File: src/uart_cmd_pkg.sv
package uart_cmd_pkg;

  // serial timing counted in clk cycles
  localparam int CLKS_PER_BIT     = 16;  // 434 for 50 MHz at 115200 baud
  localparam int FRAME_BITS       = 11;  // start, 8 data, parity, stop
  localparam int GAP_CLKS         = 100;
  localparam int RSP_TIMEOUT_CLKS = 24 * CLKS_PER_BIT;

  localparam int HALF_BIT   = CLKS_PER_BIT / 2;
  localparam int BIT_CNT_W  = $clog2(CLKS_PER_BIT);
  localparam int IDX_W      = $clog2(FRAME_BITS);
  localparam int WAIT_CNT_W = $clog2(RSP_TIMEOUT_CLKS);

  typedef struct packed {
    logic       write;  // 1 for write, 0 for read
    logic [6:0] addr;
    logic [7:0] data;   // don't care on a read
  } cmd_t;

  typedef struct packed {
    logic [7:0] data;       // zero when the reply timed out
    logic       frame_err;  // bad parity or low stop bit
    logic       timeout;
  } rsp_t;

  // parity bit that makes the data plus parity hold an odd count of ones
  function automatic logic odd_parity(input logic [7:0] d);
    return ~^d;
  endfunction

endpackage

File: src/uart_cmd_bridge.sv
`timescale 1ns/1ns

module uart_cmd_bridge
  import uart_cmd_pkg::*;
(
  input  logic clk,
  input  logic rst_n,
  input  cmd_t cmd,
  input  logic cmd_valid,
  output logic cmd_ready,
  output rsp_t rsp,
  output logic rsp_valid,
  input  logic rsp_ready,
  input  logic rx,
  output logic tx
);

  logic [7:0] tx_byte;
  logic       tx_valid;
  logic       tx_ready;
  logic [7:0] rx_byte;
  logic       rx_valid;
  logic       rx_err;
  logic       rx_start;

  uart_cmd_ctrl u_ctrl (
    .clk       (clk),
    .rst_n     (rst_n),
    .cmd       (cmd),
    .cmd_valid (cmd_valid),
    .cmd_ready (cmd_ready),
    .rsp       (rsp),
    .rsp_valid (rsp_valid),
    .rsp_ready (rsp_ready),
    .tx_byte   (tx_byte),
    .tx_valid  (tx_valid),
    .tx_ready  (tx_ready),
    .rx_byte   (rx_byte),
    .rx_valid  (rx_valid),
    .rx_err    (rx_err),
    .rx_start  (rx_start)
  );

  uart_tx u_tx (
    .clk      (clk),
    .rst_n    (rst_n),
    .tx_byte  (tx_byte),
    .tx_valid (tx_valid),
    .tx_ready (tx_ready),
    .tx       (tx)
  );

  uart_rx u_rx (
    .clk      (clk),
    .rst_n    (rst_n),
    .rx       (rx),
    .rx_byte  (rx_byte),
    .rx_valid (rx_valid),
    .rx_err   (rx_err),
    .rx_start (rx_start)
  );

endmodule

File: src/uart_cmd_ctrl.sv
`timescale 1ns/1ns

module uart_cmd_ctrl
  import uart_cmd_pkg::*;
(
  input  logic       clk,
  input  logic       rst_n,
  input  cmd_t       cmd,
  input  logic       cmd_valid,
  output logic       cmd_ready,
  output rsp_t       rsp,
  output logic       rsp_valid,
  input  logic       rsp_ready,
  output logic [7:0] tx_byte,
  output logic       tx_valid,
  input  logic       tx_ready,
  input  logic [7:0] rx_byte,
  input  logic       rx_valid,
  input  logic       rx_err,
  input  logic       rx_start
);

  typedef enum logic [2:0] {
    S_IDLE,
    S_ADDR,
    S_ADDR_WAIT,
    S_GAP,
    S_DATA,
    S_DATA_WAIT,
    S_REPLY,
    S_RECV
  } ctrl_state_t;

  ctrl_state_t           state_q;
  ctrl_state_t           state_d;
  cmd_t                  cmd_q;
  logic [WAIT_CNT_W-1:0] cnt;
  logic                  resp_q;  // response held for the host
  logic                  gap_done;
  logic                  timed_out;

  assign cmd_ready = (state_q == S_IDLE) & ~resp_q;
  assign rsp_valid = resp_q;
  assign tx_valid  = (state_q == S_ADDR) | (state_q == S_DATA);
  assign tx_byte   = (state_q == S_DATA) ? cmd_q.data : {cmd_q.write, cmd_q.addr};

  assign gap_done  = cnt == WAIT_CNT_W'(GAP_CLKS - 1);
  assign timed_out = cnt == WAIT_CNT_W'(RSP_TIMEOUT_CLKS - 1);

  always_comb
  begin
    state_d = state_q;
    case (state_q)
      S_IDLE:      if (cmd_valid && !resp_q) state_d = S_ADDR;
      S_ADDR:      if (tx_ready) state_d = S_ADDR_WAIT;
      S_ADDR_WAIT: if (tx_ready) state_d = S_GAP;  // ready again once the frame is out
      S_GAP:
      begin
        if (gap_done)
        begin
          state_d = cmd_q.write ? S_DATA : S_REPLY;
        end
      end
      S_DATA:      if (tx_ready) state_d = S_DATA_WAIT;
      S_DATA_WAIT: if (tx_ready) state_d = S_IDLE;
      S_REPLY:
      begin
        if (rx_start)
        begin
          state_d = S_RECV;
        end
        else if (timed_out)
        begin
          state_d = S_IDLE;
        end
      end
      S_RECV:      if (rx_valid) state_d = S_IDLE;
      default:     state_d = S_IDLE;
    endcase
  end

  always_ff @(posedge clk or negedge rst_n)
  begin
    if (!rst_n)
    begin
      state_q <= S_IDLE;
      cnt     <= '0;
      resp_q  <= 1'b0;
    end
    else
    begin
      state_q <= state_d;
      if (state_d != state_q)
      begin
        cnt <= '0;
      end
      else if (state_q == S_GAP || state_q == S_REPLY)
      begin
        cnt <= cnt + 1'b1;
      end
      if (resp_q && rsp_ready)
      begin
        resp_q <= 1'b0;
      end
      else if ((state_q == S_RECV && rx_valid) || (state_q == S_REPLY && state_d == S_IDLE))
      begin
        resp_q <= 1'b1;
      end
    end
  end

  always_ff @(posedge clk)
  begin
    if (state_q == S_IDLE && state_d == S_ADDR)
    begin
      cmd_q <= cmd;
    end
    if (state_q == S_RECV && rx_valid)
    begin
      rsp <= '{data: rx_byte, frame_err: rx_err, timeout: 1'b0};
    end
    else if (state_q == S_REPLY && state_d == S_IDLE)
    begin
      rsp <= '{data: 8'h00, frame_err: 1'b0, timeout: 1'b1};  // no start bit in time
    end
  end

endmodule

File: src/uart_rx.sv
`timescale 1ns/1ns

module uart_rx
  import uart_cmd_pkg::*;
(
  input  logic       clk,
  input  logic       rst_n,
  input  logic       rx,
  output logic [7:0] rx_byte,
  output logic       rx_valid,
  output logic       rx_err,
  output logic       rx_start
);

  typedef enum logic [1:0] {
    RX_IDLE,
    RX_START,
    RX_BITS
  } rx_state_t;

  rx_state_t            state;
  logic                 rx_meta;
  logic                 rx_sync;
  logic                 rx_prev;
  logic [BIT_CNT_W-1:0] clk_cnt;
  logic [IDX_W-1:0]     bit_idx;  // 0..7 data, 8 parity, 9 stop
  logic                 par_bit;
  logic                 fall;
  logic                 sample;

  assign fall   = rx_prev & ~rx_sync;
  assign sample = (state == RX_BITS) && (clk_cnt == BIT_CNT_W'(CLKS_PER_BIT - 1));

  always_ff @(posedge clk or negedge rst_n)
  begin
    if (!rst_n)
    begin
      rx_meta <= 1'b1;
      rx_sync <= 1'b1;
      rx_prev <= 1'b1;
    end
    else
    begin
      rx_meta <= rx;
      rx_sync <= rx_meta;
      rx_prev <= rx_sync;
    end
  end

  always_ff @(posedge clk or negedge rst_n)
  begin
    if (!rst_n)
    begin
      state    <= RX_IDLE;
      clk_cnt  <= '0;
      bit_idx  <= '0;
      rx_valid <= 1'b0;
      rx_err   <= 1'b0;
      rx_start <= 1'b0;
    end
    else
    begin
      rx_valid <= 1'b0;
      rx_start <= 1'b0;
      case (state)
        RX_IDLE:
        begin
          clk_cnt <= '0;
          if (fall)
          begin
            state <= RX_START;
          end
        end
        RX_START:
        begin
          if (clk_cnt == BIT_CNT_W'(HALF_BIT - 1))
          begin
            clk_cnt <= '0;
            bit_idx <= '0;
            if (!rx_sync)
            begin
              rx_start <= 1'b1;
              state    <= RX_BITS;
            end
            else
            begin
              state <= RX_IDLE;  // the line is already back high so this was a glitch
            end
          end
          else
          begin
            clk_cnt <= clk_cnt + 1'b1;
          end
        end
        RX_BITS:
        begin
          if (sample)
          begin
            clk_cnt <= '0;
            bit_idx <= bit_idx + 1'b1;
            if (bit_idx == IDX_W'(FRAME_BITS - 2))
            begin
              rx_valid <= 1'b1;
              rx_err   <= ~rx_sync | (par_bit != odd_parity(rx_byte));
              state    <= RX_IDLE;
            end
          end
          else
          begin
            clk_cnt <= clk_cnt + 1'b1;
          end
        end
        default:
        begin
          state <= RX_IDLE;
        end
      endcase
    end
  end

  // the lsb arrives first so bits shift in from the top
  always_ff @(posedge clk)
  begin
    if (sample && bit_idx < IDX_W'(8))
    begin
      rx_byte <= {rx_sync, rx_byte[7:1]};
    end
    else if (sample && bit_idx == IDX_W'(8))
    begin
      par_bit <= rx_sync;
    end
  end

endmodule

File: src/uart_tx.sv
`timescale 1ns/1ns

module uart_tx
  import uart_cmd_pkg::*;
(
  input  logic       clk,
  input  logic       rst_n,
  input  logic [7:0] tx_byte,
  input  logic       tx_valid,
  output logic       tx_ready,
  output logic       tx
);

  logic                 busy;
  logic [BIT_CNT_W-1:0] clk_cnt;
  logic [IDX_W-1:0]     bit_cnt;
  logic [9:0]           shift_q;  // holds stop, parity and data while start goes straight to tx
  logic                 load;
  logic                 bit_end;

  assign tx_ready = ~busy;
  assign load     = tx_valid & ~busy;
  assign bit_end  = busy & (clk_cnt == BIT_CNT_W'(CLKS_PER_BIT - 1));

  always_ff @(posedge clk or negedge rst_n)
  begin
    if (!rst_n)
    begin
      busy    <= 1'b0;
      tx      <= 1'b1;
      clk_cnt <= '0;
      bit_cnt <= '0;
    end
    else if (load)
    begin
      busy    <= 1'b1;
      tx      <= 1'b0;  // start bit
      clk_cnt <= '0;
      bit_cnt <= '0;
    end
    else if (bit_end)
    begin
      clk_cnt <= '0;
      tx      <= shift_q[0];  // ones shifted in leave the line idle after the stop bit
      if (bit_cnt == IDX_W'(FRAME_BITS - 1))
      begin
        busy <= 1'b0;
      end
      else
      begin
        bit_cnt <= bit_cnt + 1'b1;
      end
    end
    else if (busy)
    begin
      clk_cnt <= clk_cnt + 1'b1;
    end
  end

  always_ff @(posedge clk)
  begin
    if (load)
    begin
      shift_q <= {1'b1, odd_parity(tx_byte), tx_byte};
    end
    else if (bit_end)
    begin
      shift_q <= {1'b1, shift_q[9:1]};
    end
  end

endmodule
File: config.mk
export PLATFORM = sky130hd
export DESIGN_NAME = uart_cmd_bridge
export DESIGN_NICKNAME = d
export VERILOG_FILES = /design/src/uart_cmd_pkg.sv /design/src/uart_cmd_bridge.sv /design/src/uart_cmd_ctrl.sv /design/src/uart_rx.sv /design/src/uart_tx.sv
export SDC_FILE = /design/constraint.sdc
export NUM_CORES = 1
export LEC_CHECK = 0
export BUFFER_PORTS_ARGS = -buffer_cell sky130_fd_sc_hd__buf_2
export CAP_MARGIN = 30
export CORE_MARGIN = 3
export CORE_UTILIZATION = 25
export DETAILED_ROUTE_END_ITERATION = 16
export PLACE_DENSITY = 0.36
export RECOVER_POWER = 50
export SYNTH_ARGS = -nofsm -noshare
export SYNTH_HDL_FRONTEND = slang
export SYNTH_HIERARCHICAL = 1
export SYNTH_SLANG_ARGS = --single-unit
File: constraint.sdc
create_clock -name clk -period 2.9 [get_ports clk]
set_clock_uncertainty 0.1 [all_clocks]
set_input_delay 0.29 -clock clk [delete_from_list [all_inputs] [get_ports clk]]
set_output_delay 0.29 -clock clk [all_outputs]
set_load 0.02 [all_outputs]
After elaboration in Yosys (flattened, before gate mapping)
Index checks and enable logic that the tools add are counted.
- mux-type cells: 49
- multiply operators: 0
- div/mod/pow operators: 0
- $add $sub $neg: 5
- shifts and indexed selects: 0
- bitwise logic cells: 10
- equal/unequal tests: 25
- reductions and logical operators: 30
- order comparisons: 1
- operators by type and width (cell ; number):
    $mux W4 ; 10
    $mux W9 ; 4
    $mux W3 ; 9
    $pmux W3 S8 ; 1
    $eq A4 B4 Y1 const B ; 5
    $mux W10 ; 2
    $add A4 B1 Y4 const B ; 4
    $reduce_xnor A8 Y1 ; 2
    $mux W1 ; 13
    $eq A3 B3 Y1 const B ; 4
    $mux W2 ; 6
    $pmux W4 S3 ; 1
    $reduce_bool A2 Y1 ; 6
    $add A9 B1 Y9 const B ; 1
    $eq A9 B7 Y1 const B ; 1
    $eq A9 B9 Y1 const B ; 1
    $logic_and A1 B1 Y1 ; 8
    $mux W8 ; 1
    $ne A2 B1 Y1 const B ; 4
    $pmux W4 S2 ; 1
    $eq A3 B1 Y1 const B ; 2
    $eq A3 B2 Y1 const B ; 2
    $logic_not A3 Y1 ; 2
    $pmux W2 S3 ; 1
    other kinds (17) ; 29
- register bits after elaboration: 83
- logic and storage cells: 145
- memories: 0
- output and inout bits: 13
- RAM bits: 0
- latch bits: 0
- memory bits (read-only): 0
- input port bits: 21

Depth between registers and ports, before layout
Gate-level depths: netlist of the first run.
- depth after elaboration: 9
- depth in mapped cells: 8

Modules after synthesis
Netlist of the first run, hierarchy kept.
- modules (own cells, without submodules) (module ; times used ; seq. area each (sq um) ; area an instance (sq um) ; cells an instance):
    uart_cmd_ctrl ; 1 ; 1096.1 ; 1796.7 ; 140
    uart_rx ; 1 ; 674.4 ; 1199.9 ; 96
    uart_tx ; 1 ; 521.8 ; 943.4 ; 96

Worst setup path after synthesis of the first run
OpenSTA, ideal clock, no wires.
- path kind: register to register
- start: register u_ctrl.state_q[1]
- end: register u_ctrl/cmd_q[0] in the netlist's numbering (enable)
- setup time: 0.374 ns
- data required time: 2.426 ns
- clock period less this slack: 2.403 ns
- path slack: 0.497 ns
- data arrival time: 1.930 ns
- stages on the path, launching flop included: 5
- path buffers: 2
- path through: dfrtp_1 -> buf_6 -> clkbuf_8 -> nor4_1 -> and2_1
- word-level cells in the longest chain between the ends: 5
- ends and longest elaborated chain (item ; RTL line ; source):
    start: declaration ; uart_cmd_ctrl.sv:34 ; ctrl_state_t state_q;
    start signal: assignment ; uart_cmd_ctrl.sv:92 ; state_q <= state_d;
    $mux W3 ; uart_cmd_ctrl.sv:72 ; else if (timed_out)
    $mux W3 ; uart_cmd_ctrl.sv:68 ; if (rx_start)
    $pmux W3 S8 ; uart_cmd_ctrl.sv:53 ; case (state_q)
    $eq A3 B1 Y1 ; uart_cmd_ctrl.sv:114 ; if (state_q == S_IDLE && state_d == S_ADDR)
    $logic_and A1 B1 Y1 (*) ; uart_cmd_ctrl.sv:114 ;
    end signal: assignment ; uart_cmd_ctrl.sv:116 ; cmd_q <= cmd;
    end: declaration ; uart_cmd_ctrl.sv:36 ; cmd_t cmd_q;
Mark *: on every way between the ends. The rest lies on a longest branch, timed or not.
A chain may end at the register's enable or synchronous reset.

Worst setup path after layout of the first run
- start: register u_ctrl.state_q[2]
- end: register u_tx.shift_q[8] (data pin)
- word-level cells in the longest chain between the ends: 4
- ends and longest elaborated chain (item ; RTL line ; source):
    $eq A3 B3 Y1 ; uart_cmd_ctrl.sv:45 ; assign tx_byte = (state_q == S_DATA) ? cmd_q.data : {cmd_q.write, cmd_q.addr};
    $mux W8 ; uart_cmd_ctrl.sv:45 ;
    net tx_byte[4] ; uart_cmd_bridge.sv:18 ; logic [7:0] tx_byte;
    $reduce_xnor A8 Y1 ; uart_cmd_pkg.sv:28 ; return ~^d;
    $mux W9 ; uart_tx.sv:62 ; if (load)
    end signal: assignment ; uart_tx.sv:64 ; shift_q <= {1'b1, odd_parity(tx_byte), tx_byte};
    end signal: assignment ; uart_tx.sv:68 ; shift_q <= {1'b1, shift_q[9:1]};
    end: declaration ; uart_tx.sv:17 ; logic [9:0] shift_q;
The timed path passes the listed nets, and every way through them passes these cells.

==> reports/metrics.csv, run 1 <==
metric,value,unit
status,finished clean,
Comb power frac,21.0,%
Ys Warns,6,
worst-path fanout max,8,
deepest clock path buffer count,2,
ANT nets after route,0,
hold path start,cmd[12],
Mapped Area,0.00394,mm²
DP Wirelength,5810,µm
post-place setup slack,0.526,ns
critical path required time,2.87,ns
Max rail drop VDD,0.323,mV
Leak,1.82,nW
sequential area share after synthesis,58.2,%
Area Overhead vs Synth,17.2,%
Post-synth EDFFs,43,
DRC Markers,0,
dpl cell area,0.00435,mm²
TritonCTS clock tree,yes,
TritonCTS buffer count,9,
CTS Sinks,83,
# setup viols final,0,
Yosys cell types,59,
Core Area,0.0153,mm²
nets@finish,408,
most used cell along the critical path,xnor2_1,
First-pass DRT Iterations,4,
Buffers on Ports,33,
clock share of power,33.6,%
relative slew slack,48.2,%
final WL,8000,µm
cells after synthesis,332,
total nets after synthesis,365,
type of the worst setup path,flop to flop,
worst reg2reg startpoint,u_ctrl/state_q[2],
Hold Crit Class,input port to flop,
Final Max Slew Viols,0,
initial antenna violation count,0,
Yosys reg bits,83,
die width,132,µm
register area,0.00229,mm²
Die Area,0.0173,mm²
Die Y,132,µm
Final Util,30.2,%
initial core utilization,25.7,%
CP startpoint,u_ctrl/state_q[2],
area of the multi-input gates,0.00152,mm²
CP Cell Sequence,inv_1 -> nor3_2 -> mux2_2 -> xnor2_1 -> xnor2_1 -> xnor2_1 -> nand2_1,
post-synth top area cell,edfxtp_1,
Synth area leaders,"edfxtp_1 33%, dfrtp_1 22%, nand2_1 4.9%, xnor2_1 4.0%, ha_1 3.8%",
Synth Flop Type,edfxtp_1,
share of the synthesized area in the top cell type,32.8,%
RSZ-0062 raised after global routing,false,
Worst Slack Setup Final,0.573,ns
gpl congestion,0.765,
CP Launch Type,flop,
largest net degree at the start of global routing,29,
post_cts resized,0,
Routed WL per cell,13.5,µm
P_int,0.00236,W
PnR Total Power,0.00337,W
n_diodes,0,
Final Hold Fails,0,
number of DRC markers in iteration 0,165,
CP max stage cell,nor3_2,
FP Rows,45,
fillcell total,1597,
Achievable Freq,430,MHz
IO Pins,34,
Tot GR Track Use,10.1,%
design area,0.00462,mm²
final worst path period share,80.2,%
r2r setup slk,0.57,ns
H-tree levels,3,
total negative slack,0,ns
# Max-Cap Violations,0,
worst slew pin tran,0.777,ns
vias in the first global route,2520,
Worst Path Arrival,2.30,ns
P per Cell Area,729,mW/mm²
ys async rst share,47.0,%
minimum clock period,2.33,ns
clk_lat worst skew,0.34,ns
Switching Fraction,29.9,%
via count,2528,
layout cells sized above 1,16.6,%
Sw Pwr,0.00101,W
DR vias/cell,4.28,
most numerous cell in the Yosys netlist,nand2_1,
mean post-synth cell area,11.9,µm²
global-route wire length before repair,13700,µm
Post-synth top cells,"51 x nand2_1, 43 x edfxtp_1, 35 x dfrtp_1, 22 x nor2_1, 18 x xnor2_1",
"Remaining Overflow, GRT",0,
clock-pin slew on the worst setup and hold paths,0.06,ns
Seq pwr share,45.4,%
CP peak stage delay,0.53,ns
Critical Path Sink Type,flop,
Clock Tree Root,clkbuf_16,
cell families after synthesis:
| kind of cell | Yosys count | share of synthesized area [%] |
|---|---|---|
| flops | 83 | 58.2 |
| mux | 13 | 3.62 |
| buf+inv | 22 | 3.18 |
| simple gates | 135 | 17.5 |
| fa+ha+maj | 12 | 3.81 |
| compound gates | 39 | 7.11 |
| xor+xnor | 28 | 6.57 |
layer usage:
metal | routed length, µm | track usage, %
met1 | 4120 | 14.4
met2 | 3430 | 14.0
met3 | 308 | 2.87
met4 | 138 | 4.73
met5 | 0 | 0
registers in the layout, indices dropped and copies added (netlist names), 2 cells and up:
register	count
u_rx/state	2
u_rx/clk_cnt	4
u_ctrl/cnt	9
u_tx/bit_cnt	4
u_ctrl/cmd_q	16
u_tx/clk_cnt	4
u_tx/shift_q	9
u_rx/bit_idx	4
u_ctrl/rsp	10
u_rx/rx_byte	8
u_ctrl/state_q	3
final cells by class:
class	instances	area share, %
inverter	14	1.14
clock buffer	9	4.88
tap	211	5.72
sequential	83	49.6
timing repair buffer	40	4.31
multi-input combinational	227	32.9
clock inverter	7	1.46
power by group through the flow:
stage,Clock (W),Sequential (W),Combinational [W]
2_1_floorplan,0,0.00152,0.000586
3_3_place_gp,0,0.00155,0.000725
3_5_place_dp,0,0.00155,0.000723
4_1_cts,0.00118,0.00153,0.000729
5_1_grt,0.00124,0.00155,0.000825
6_report,0.00113,0.00153,0.000707
timing repair:
action                                 CTS  global route
setup buffers                            0             0
setup endpoints to repair                0             0
hold buffers                             2             0
endpoints found under the hold margin   11             0
final timing paths:
kind / to / cells after the start
min: u_ctrl/cmd_q[12] / 1
max in group asynchronous: u_rx/bit_idx[0] / 3
max reg2reg: u_tx/shift_q[8] / 7
max: u_tx/shift_q[8] / 7
min in group asynchronous: u_ctrl/cnt[4] / 2
min reg2reg: u_rx/rx_sync / 0
worst max-delay path, delay by kind of cell, from the launching register on:
family / cells / cell delay, ns
xor+xnor: 3 / 0.52
simple gates: 2 / 0.59
buf+inv: 1 / 0.08
mux: 1 / 0.43
flops: 1 / 0.34
metrics by stage:
| step | hold slack (ns) | std cells |
|---|---|---|
| 3_3_place_gp | 0.247 | 572 |
| 5_1_grt | 0.00204 | 591 |
| 4_1_cts | 0.00492 | 591 |
| 6_report | 0.0241 | 591 |
| 3_5_place_dp | 0.106 | 573 |
| 2_1_floorplan | -0.106 | 332 |
cells in the final DEF (no fill, tap or decap), drive strengths merged, types with 3 or more instances in the layout:
cell / synthesis / layout
and2: 11 / 11
edfxtp: 43 / 43
clkinv: 0 / 3
dfstp: 4 / 4
nand2: 52 / 52
a21oi: 8 / 8
ha: 12 / 12
a22o: 3 / 3
or4b: 3 / 3
mux2: 10 / 10
nor2: 22 / 22
o21ai: 10 / 10
nand3b: 3 / 3
nand4: 4 / 4
inv: 14 / 15
nor4: 3 / 3
or3: 4 / 4
buf: 5 / 22
nor3: 5 / 5
clkbuf: 3 / 25
nand3: 14 / 14
xnor2: 18 / 18
mux2i: 3 / 3
xor2: 9 / 9
dfrtp: 35 / 35
a21o: 4 / 4
a31oi: 4 / 4
Note: power is estimated with default switching activity, not from simulation.
==> inputs of run 2 (changes only) <==
- clock period: 2.9 -> 2.2 ns (I/O delays scaled with it)
==> run 2 against run 1 <==
  * First-iteration DRC count up 13%
  * Register-to-register slack worse by 0.42 ns
  * Die area unchanged
  * Routed wire length up 5.0%
  * Via count up 4.1%
  * Highest routed layer unchanged
  * Maximum frequency up 14%
  * Core utilization up 2.1 points
  * Non-clock buffer count up 29
  * Clock-buffer cell count unchanged
==> reports/metrics.csv, run 2 (synthesized netlist as in run 1, its figures left out) <==
metric,value,unit,change
status,finished clean,,unchanged
H-tree levels,3,,unchanged
Switching Fraction,29.8,%,was 29.9%
Achievable Freq,488,MHz,was 430 MHz
IO Pins,34,,unchanged
Leak,1.98,nW,was 1.82 nW
DR vias/cell,4.25,,was 4.28
Seq pwr share,43.4,%,was 45.4%
crit path to,u_tx/shift_q[8],,unchanged
gpl congestion,0.745,,was 0.765
clk_lat worst skew,0.34,ns,about the same
Sw Pwr,0.00139,W,was 0.00101 W
number of DRC markers in iteration 0,186,,was 165
Routed WL per cell,13.5,µm,about the same
Buffers on Ports,33,,unchanged
# setup viols final,0,,unchanged
initial antenna violation count,0,,unchanged
Core Area,0.0153,mm²,unchanged
initial core utilization,25.7,%,unchanged
"Remaining Overflow, GRT",0,,unchanged
Comb power frac,21.5,%,was 21.0%
total negative slack,0,ns,unchanged
n_diodes,0,,unchanged
CTS Sinks,83,,unchanged
Critical Path Sink Type,flop,,unchanged
DRC Markers,0,,unchanged
global-route wire length before repair,14200,µm,was 13700 µm
worst reg2reg startpoint,u_ctrl/state_q[1],,was u_ctrl/state_q[2]
largest net degree at the start of global routing,23,,was 29
Final Hold Fails,0,,unchanged
Tot GR Track Use,10.4,%,was 10.1%
r2r endpoint,u_tx/shift_q[8],,unchanged
Die Y,132,µm,unchanged
Largest register FFs,16,,unchanged
clock share of power,35.1,%,was 33.6%
critical path required time,2.17,ns,was 2.87 ns
relative slew slack,27.5,%,was 48.2%
Regs by FF count,"u_ctrl/cmd_q x16, u_ctrl/rsp x10",,unchanged
Max rail drop VDD,0.440,mV,was 0.323 mV
CP startpoint,u_ctrl/state_q[1],,was u_ctrl/state_q[2]
nets@finish,437,,was 408
via count,2632,,was 2528
type of the worst setup path,flop to flop,,unchanged
worst-path fanout max,5,,was 8
TritonCTS clock tree,yes,,unchanged
final WL,8400,µm,was 8000 µm
post-place setup slack,0.0463,ns,was 0.526 ns
P_int,0.00329,W,was 0.00236 W
die width,132,µm,unchanged
Worst Reg-to-Reg Cells,7,,unchanged
ANT nets after route,0,,unchanged
Die Area,0.0173,mm²,unchanged
final worst path period share,93.1,%,was 80.2%
# Max-Cap Violations,0,,unchanged
vias in the first global route,2662,,was 2520
DP Wirelength,6010,µm,was 5810 µm
post_cts resized,0,,unchanged
most frequent cells in the layout,"51 x nand2_1, 43 x edfxtp_1, 35 x dfrtp_1, 22 x nor2_1, 20 x buf_2",,"was 51 x nand2_1, 43 x edfxtp_1, 35 x dfrtp_1, 22 x nor2_1, 19 x buf_2"
Worst Path Arrival,2.02,ns,was 2.30 ns
First-pass DRT Iterations,4,,unchanged
Worst Slack Setup Final,0.152,ns,was 0.573 ns
TritonCTS buffer count,9,,unchanged
layout cells sized above 1,19.1,%,was 16.6%
clock-pin slew on the worst setup and hold paths,0.06,ns,about the same
worst slew pin tran,1.09,ns,was 0.777 ns
deepest clock path buffer count,2,,unchanged
CP Launch Type,flop,,unchanged
"commonest non-fill, non-tap cell in the layout",nand2_1,,unchanged
Biggest register,u_ctrl/cmd_q,,unchanged
Clock Tree Root,clkbuf_16,,unchanged
Area Overhead vs Synth,25.4,%,was 17.2%
FP Rows,45,,unchanged
r2r setup slk,0.15,ns,was 0.57 ns
Hold Crit Class,flop to flop,,was input port to flop
Final Max Slew Viols,0,,unchanged
P per Cell Area,947,mW/mm²,was 729 mW/mm²
minimum clock period,2.05,ns,was 2.33 ns
RSZ-0062 raised after global routing,false,,unchanged
[run 2: cell types whose count changed in the layout (fill, tap and decap cells not counted), sizes merged]
cell,before,now
buf,22,35
bufinv,1,2
clkbuf,25,24
clkinv,3,2
dlygate4sd3,2,19
[run 2: power groups by stage]
stage	sequential (W)	clock, W	combinational (W)
2_1_floorplan	0.00201	0	0.000783
6_report	0.00203	0.00164	0.00101
5_1_grt	0.00206	0.00177	0.00116
3_5_place_dp	0.00206	0	0.00100
3_3_place_gp	0.00206	0	0.000997
4_1_cts	0.00203	0.00171	0.00103
[run 2: cell type report]
| type | count | area [µm²] |
|---|---|---|
| well taps | 211 | 264 |
| flip-flops and latches | 83 | 2290 |
| fillers | 1559 | 10400 |
| clock inverters | 7 | 101 |
| clock buffers | 9 | 225 |
| repair buffers | 69 | 472 |
| multi-input cells | 227 | 1540 |
| inverters | 14 | 52.6 |
[run 2: how the worst min path moves through the flow]
| stage | cells after the start | to | slack (ns) | startpoint |
|---|---|---|---|---|
| detailed placement | 1 | u_ctrl/rsp_valid | 0.11 | rst_n |
| CTS | 0 | u_rx/rx_sync | 0.26 | u_rx/rx_meta |
| floorplan | 0 | u_ctrl/cnt[0] | -0.18 | rst_n |
| global route | 0 | u_rx/rx_sync | 0.27 | u_rx/rx_meta |
| finish | 0 | u_rx/rx_sync | 0.26 | u_rx/rx_meta |
| global placement | 1 | u_ctrl/rsp_valid | 0.11 | rst_n |
[run 2: metrics by stage]
step | area, µm² | std cells | hold WS [ns] | util [%] | total power (W)
detailed placement | 4430 | 583 | 0.108 | 29.0 | 0.00306
finish | 4940 | 620 | 0.262 | 32.3 | 0.00468
global route | 4940 | 620 | 0.271 | 32.3 | 0.00500
global placement | 4430 | 583 | 0.112 | 29.0 | 0.00306
floorplan | 3950 | 332 | -0.176 | - | 0.00279
CTS | 4950 | 618 | 0.257 | 32.3 | 0.00477
[run 2: routing by layer]
| layer | part of all wire [%] | vias up | track usage, % |
|---|---|---|---|
| met3 | 2.7 | 9 | 2.76 |
| met4 | 1.2 | 0 | 3.68 |
| met1 | 53 | 1276 | 15.0 |
| met5 | 0 | - | 0 |
| li1 | - | 1317 | - |
| met2 | 43 | 30 | 14.9 |
[run 2: critical path, stage by stage, from the launching register on]
cell and delay [ns]:
dfrtp_1 0.41, nor3_4 0.20, buf_4 0.17, mux2_2 0.36, xnor2_1 0.19, xnor2_1 0.15, xnor2_1 0.13, nand2_1 0.06
[run 2: repair_timing]
item                       CTS  global route
setup endpoints to repair    0             1
hold endpoints to repair    32             0
hold buffers                19             0
buffers inserted             0             2
==> inputs of run 3 (changes only) <==
- CORE_UTILIZATION: 25 -> 55
- PLACE_DENSITY: 0.36 -> 0.7
==> run 3 against run 2 <==
  * Cell count fell by 19%
  * Sequential share of layout area is 2.8 points higher
  * Cell area shrank 5.6%
  * Highest routed layer unchanged
==> reports/metrics.csv, run 3 (synthesized netlist as in run 1, its figures left out) <==
metric,value,unit,change
Hold Crit Class,flop to flop,,unchanged
Comb power frac,24.1,%,was 21.5%
ANT nets after route,0,,unchanged
vias in the first global route,2558,,was 2662
Tot GR Track Use,19.1,%,was 10.4%
worst-path fanout max,7,,was 5
final WL,7320,µm,was 8400 µm
CTS Sinks,83,,unchanged
FP Rows,30,,was 45
initial antenna violation count,1,,was 0
largest net degree at the start of global routing,18,,was 23
P per Cell Area,889,mW/mm²,was 947 mW/mm²
fillcell total,527,,was 1559
Die Y,90.6,µm,was 132 µm
most frequent cells in the layout,"51 x nand2_1, 43 x edfxtp_1, 34 x dfrtp_1, 22 x nor2_1",,"was 51 x nand2_1, 43 x edfxtp_1, 35 x dfrtp_1, 22 x nor2_1, 20 x buf_2"
# setup viols final,0,,unchanged
deepest clock path buffer count,2,,unchanged
die width,90.6,µm,was 132 µm
relative slew slack,39.4,%,was 27.5%
clk_lat worst skew,0.34,ns,about the same
Seq pwr share,48.9,%,was 43.4%
Inst Count DP,464,,was 583
met2 usage,29.3,%,was 14.9%
Critical Path Sink Type,flop,,unchanged
Leak,1.91,nW,was 1.98 nW
critical path required time,2.19,ns,was 2.17 ns
final cell count without fillers,501,,was 620
Area Overhead vs Synth,18.4,%,was 25.4%
Core Area,0.00687,mm²,was 0.0153 mm²
Max rail drop VDD,0.403,mV,was 0.440 mV
H-tree levels,3,,unchanged
DR vias/cell,5.26,,was 4.25
GRT met1 Usage,25.6,%,was 15.0%
Final Hold Fails,0,,unchanged
minimum clock period,2.14,ns,was 2.05 ns
"Remaining Overflow, GRT",0,,unchanged
type of the worst setup path,flop to flop,,unchanged
Sw Pwr,0.00132,W,was 0.00139 W
TritonCTS clock tree,yes,,unchanged
First-pass DRT Iterations,5,,was 4
RSZ-0062 raised after global routing,true,,was false
"commonest non-fill, non-tap cell in the layout",nand2_1,,unchanged
number of DRC markers in iteration 0,141,,was 186
final worst path period share,97.4,%,was 93.1%
Regs by FF count,"u_ctrl/cmd_q x16, u_ctrl/rsp x10",,unchanged
DP Wirelength,4800,µm,was 6010 µm
gpl congestion,0.865,,was 0.745
Final Max Slew Viols,0,,unchanged
Routed WL per cell,14.6,µm,was 13.5 µm
Switching Fraction,31.9,%,was 29.8%
worst slew pin tran,0.908,ns,was 1.09 ns
global-route wire length before repair,12400,µm,was 14200 µm
clock share of power,27.0,%,was 35.1%
IO Pins,34,,unchanged
GR Util met3,4.67,%,was 2.76%
DRC Markers,0,,unchanged
design area,0.00466,mm²,was 0.00494 mm²
# Max-Cap Violations,0,,unchanged
Clock Tree Root,clkbuf_8,,was clkbuf_16
Worst Path Arrival,2.13,ns,was 2.02 ns
initial core utilization,57.4,%,was 25.7%
nets@finish,432,,was 437
clock-pin slew on the worst setup and hold paths,0.09,ns,was 0.06 ns
busiest grt layer,met2,,was met1
Achievable Freq,467,MHz,was 488 MHz
Worst Slack Setup Final,0.0576,ns,was 0.152 ns
via count,2635,,was 2632
post-place setup slack,0.0376,ns,was 0.0463 ns
Die Area,0.00822,mm²,was 0.0173 mm²
Biggest register,u_ctrl/cmd_q,,unchanged
status,finished clean,,unchanged
Largest register FFs,16,,unchanged
CP Launch Type,flop,,unchanged
Buffers on Ports,33,,unchanged
layout cells sized above 1,18.6,%,was 19.1%
P_int,0.00282,W,was 0.00329 W
TritonCTS buffer count,9,,unchanged
dpl cell area,0.00425,mm²,was 0.00443 mm²
run 3: timing repair:
| action | CTS | global route |
|---|---|---|
| setup endpoints to repair | 0 | 3 |
| endpoints found under the hold margin | 33 | 0 |
| hold buffers | 19 | 0 |
| buffers inserted | 0 | 1 |
| gates resized for setup | 0 | 5 |
run 3: path summary, 6_finish.rpt:
path / endpoint / slack (ns) / depth (start not counted) / start
max in group asynchronous: u_rx/state[0] / 0.50 / 3 / rst_n
setup / recovery: u_tx/shift_q[8] / 0.06 / 7 / u_ctrl/state_q[0]
hold reg to reg: u_rx/rx_sync / 0.27 / 0 / u_rx/rx_meta
setup reg to reg: u_tx/shift_q[8] / 0.06 / 7 / u_ctrl/state_q[0]
min in group asynchronous: u_tx/bit_cnt[2] / 0.41 / 2 / rst_n
hold / removal: u_rx/rx_sync / 0.27 / 0 / u_rx/rx_meta
run 3: area by class of cell:
cell class	count	area, µm²	area share (%)
Multi-Input combinational cell	227	1560	33.4
Tap cell	96	120	2.58
Inverter	14	52.6	1.13
Clock inverter	7	81.3	1.74
Sequential cell	83	2290	49.2
Antenna cell	1	2.50	0.0537
Timing Repair Buffer	64	433	9.28
Clock buffer	9	124	2.66
run 3: critical path: stages (launching register included):
cell and delay, ns:
dfrtp_1 0.44, nor3_4 0.24, buf_12 0.15, mux2_2 0.37, xnor2_2 0.16, xnor2_1 0.21, xnor2_1 0.15, nand2_1 0.06
run 3: power by group through the flow:
stage | Clock [W] | Sequential [W] | Combinational (W)
after floorplan | 0 | 0.00201 | 0.000783
after global placement | 0 | 0.00204 | 0.000924
after detailed placement | 0 | 0.00205 | 0.000942
after CTS | 0.00115 | 0.00202 | 0.000981
after global routing | 0.00124 | 0.00206 | 0.00113
final | 0.00112 | 0.00203 | 0.000999
run 3: per-layer routing:
layer / part of all wire [%] / up-vias
met2: 49 / 60
met3: 3.4 / 12
li1: - / 1308
met5: 0 / -
met4: 1.4 / 0
met1: 46 / 1255
run 3: per-stage QoR:
stage	util, %	power, W	setup TNS (ns)	hold WS [ns]
2_1_floorplan	-	0.00279	0	-0.176
3_3_place_gp	61.8	0.00296	0	0.0672
3_5_place_dp	61.8	0.00299	0	0.0678
4_1_cts	67.6	0.00415	0	0.210
5_1_grt	67.9	0.00443	-0.0468	0.280
6_report	67.9	0.00415	0	0.273
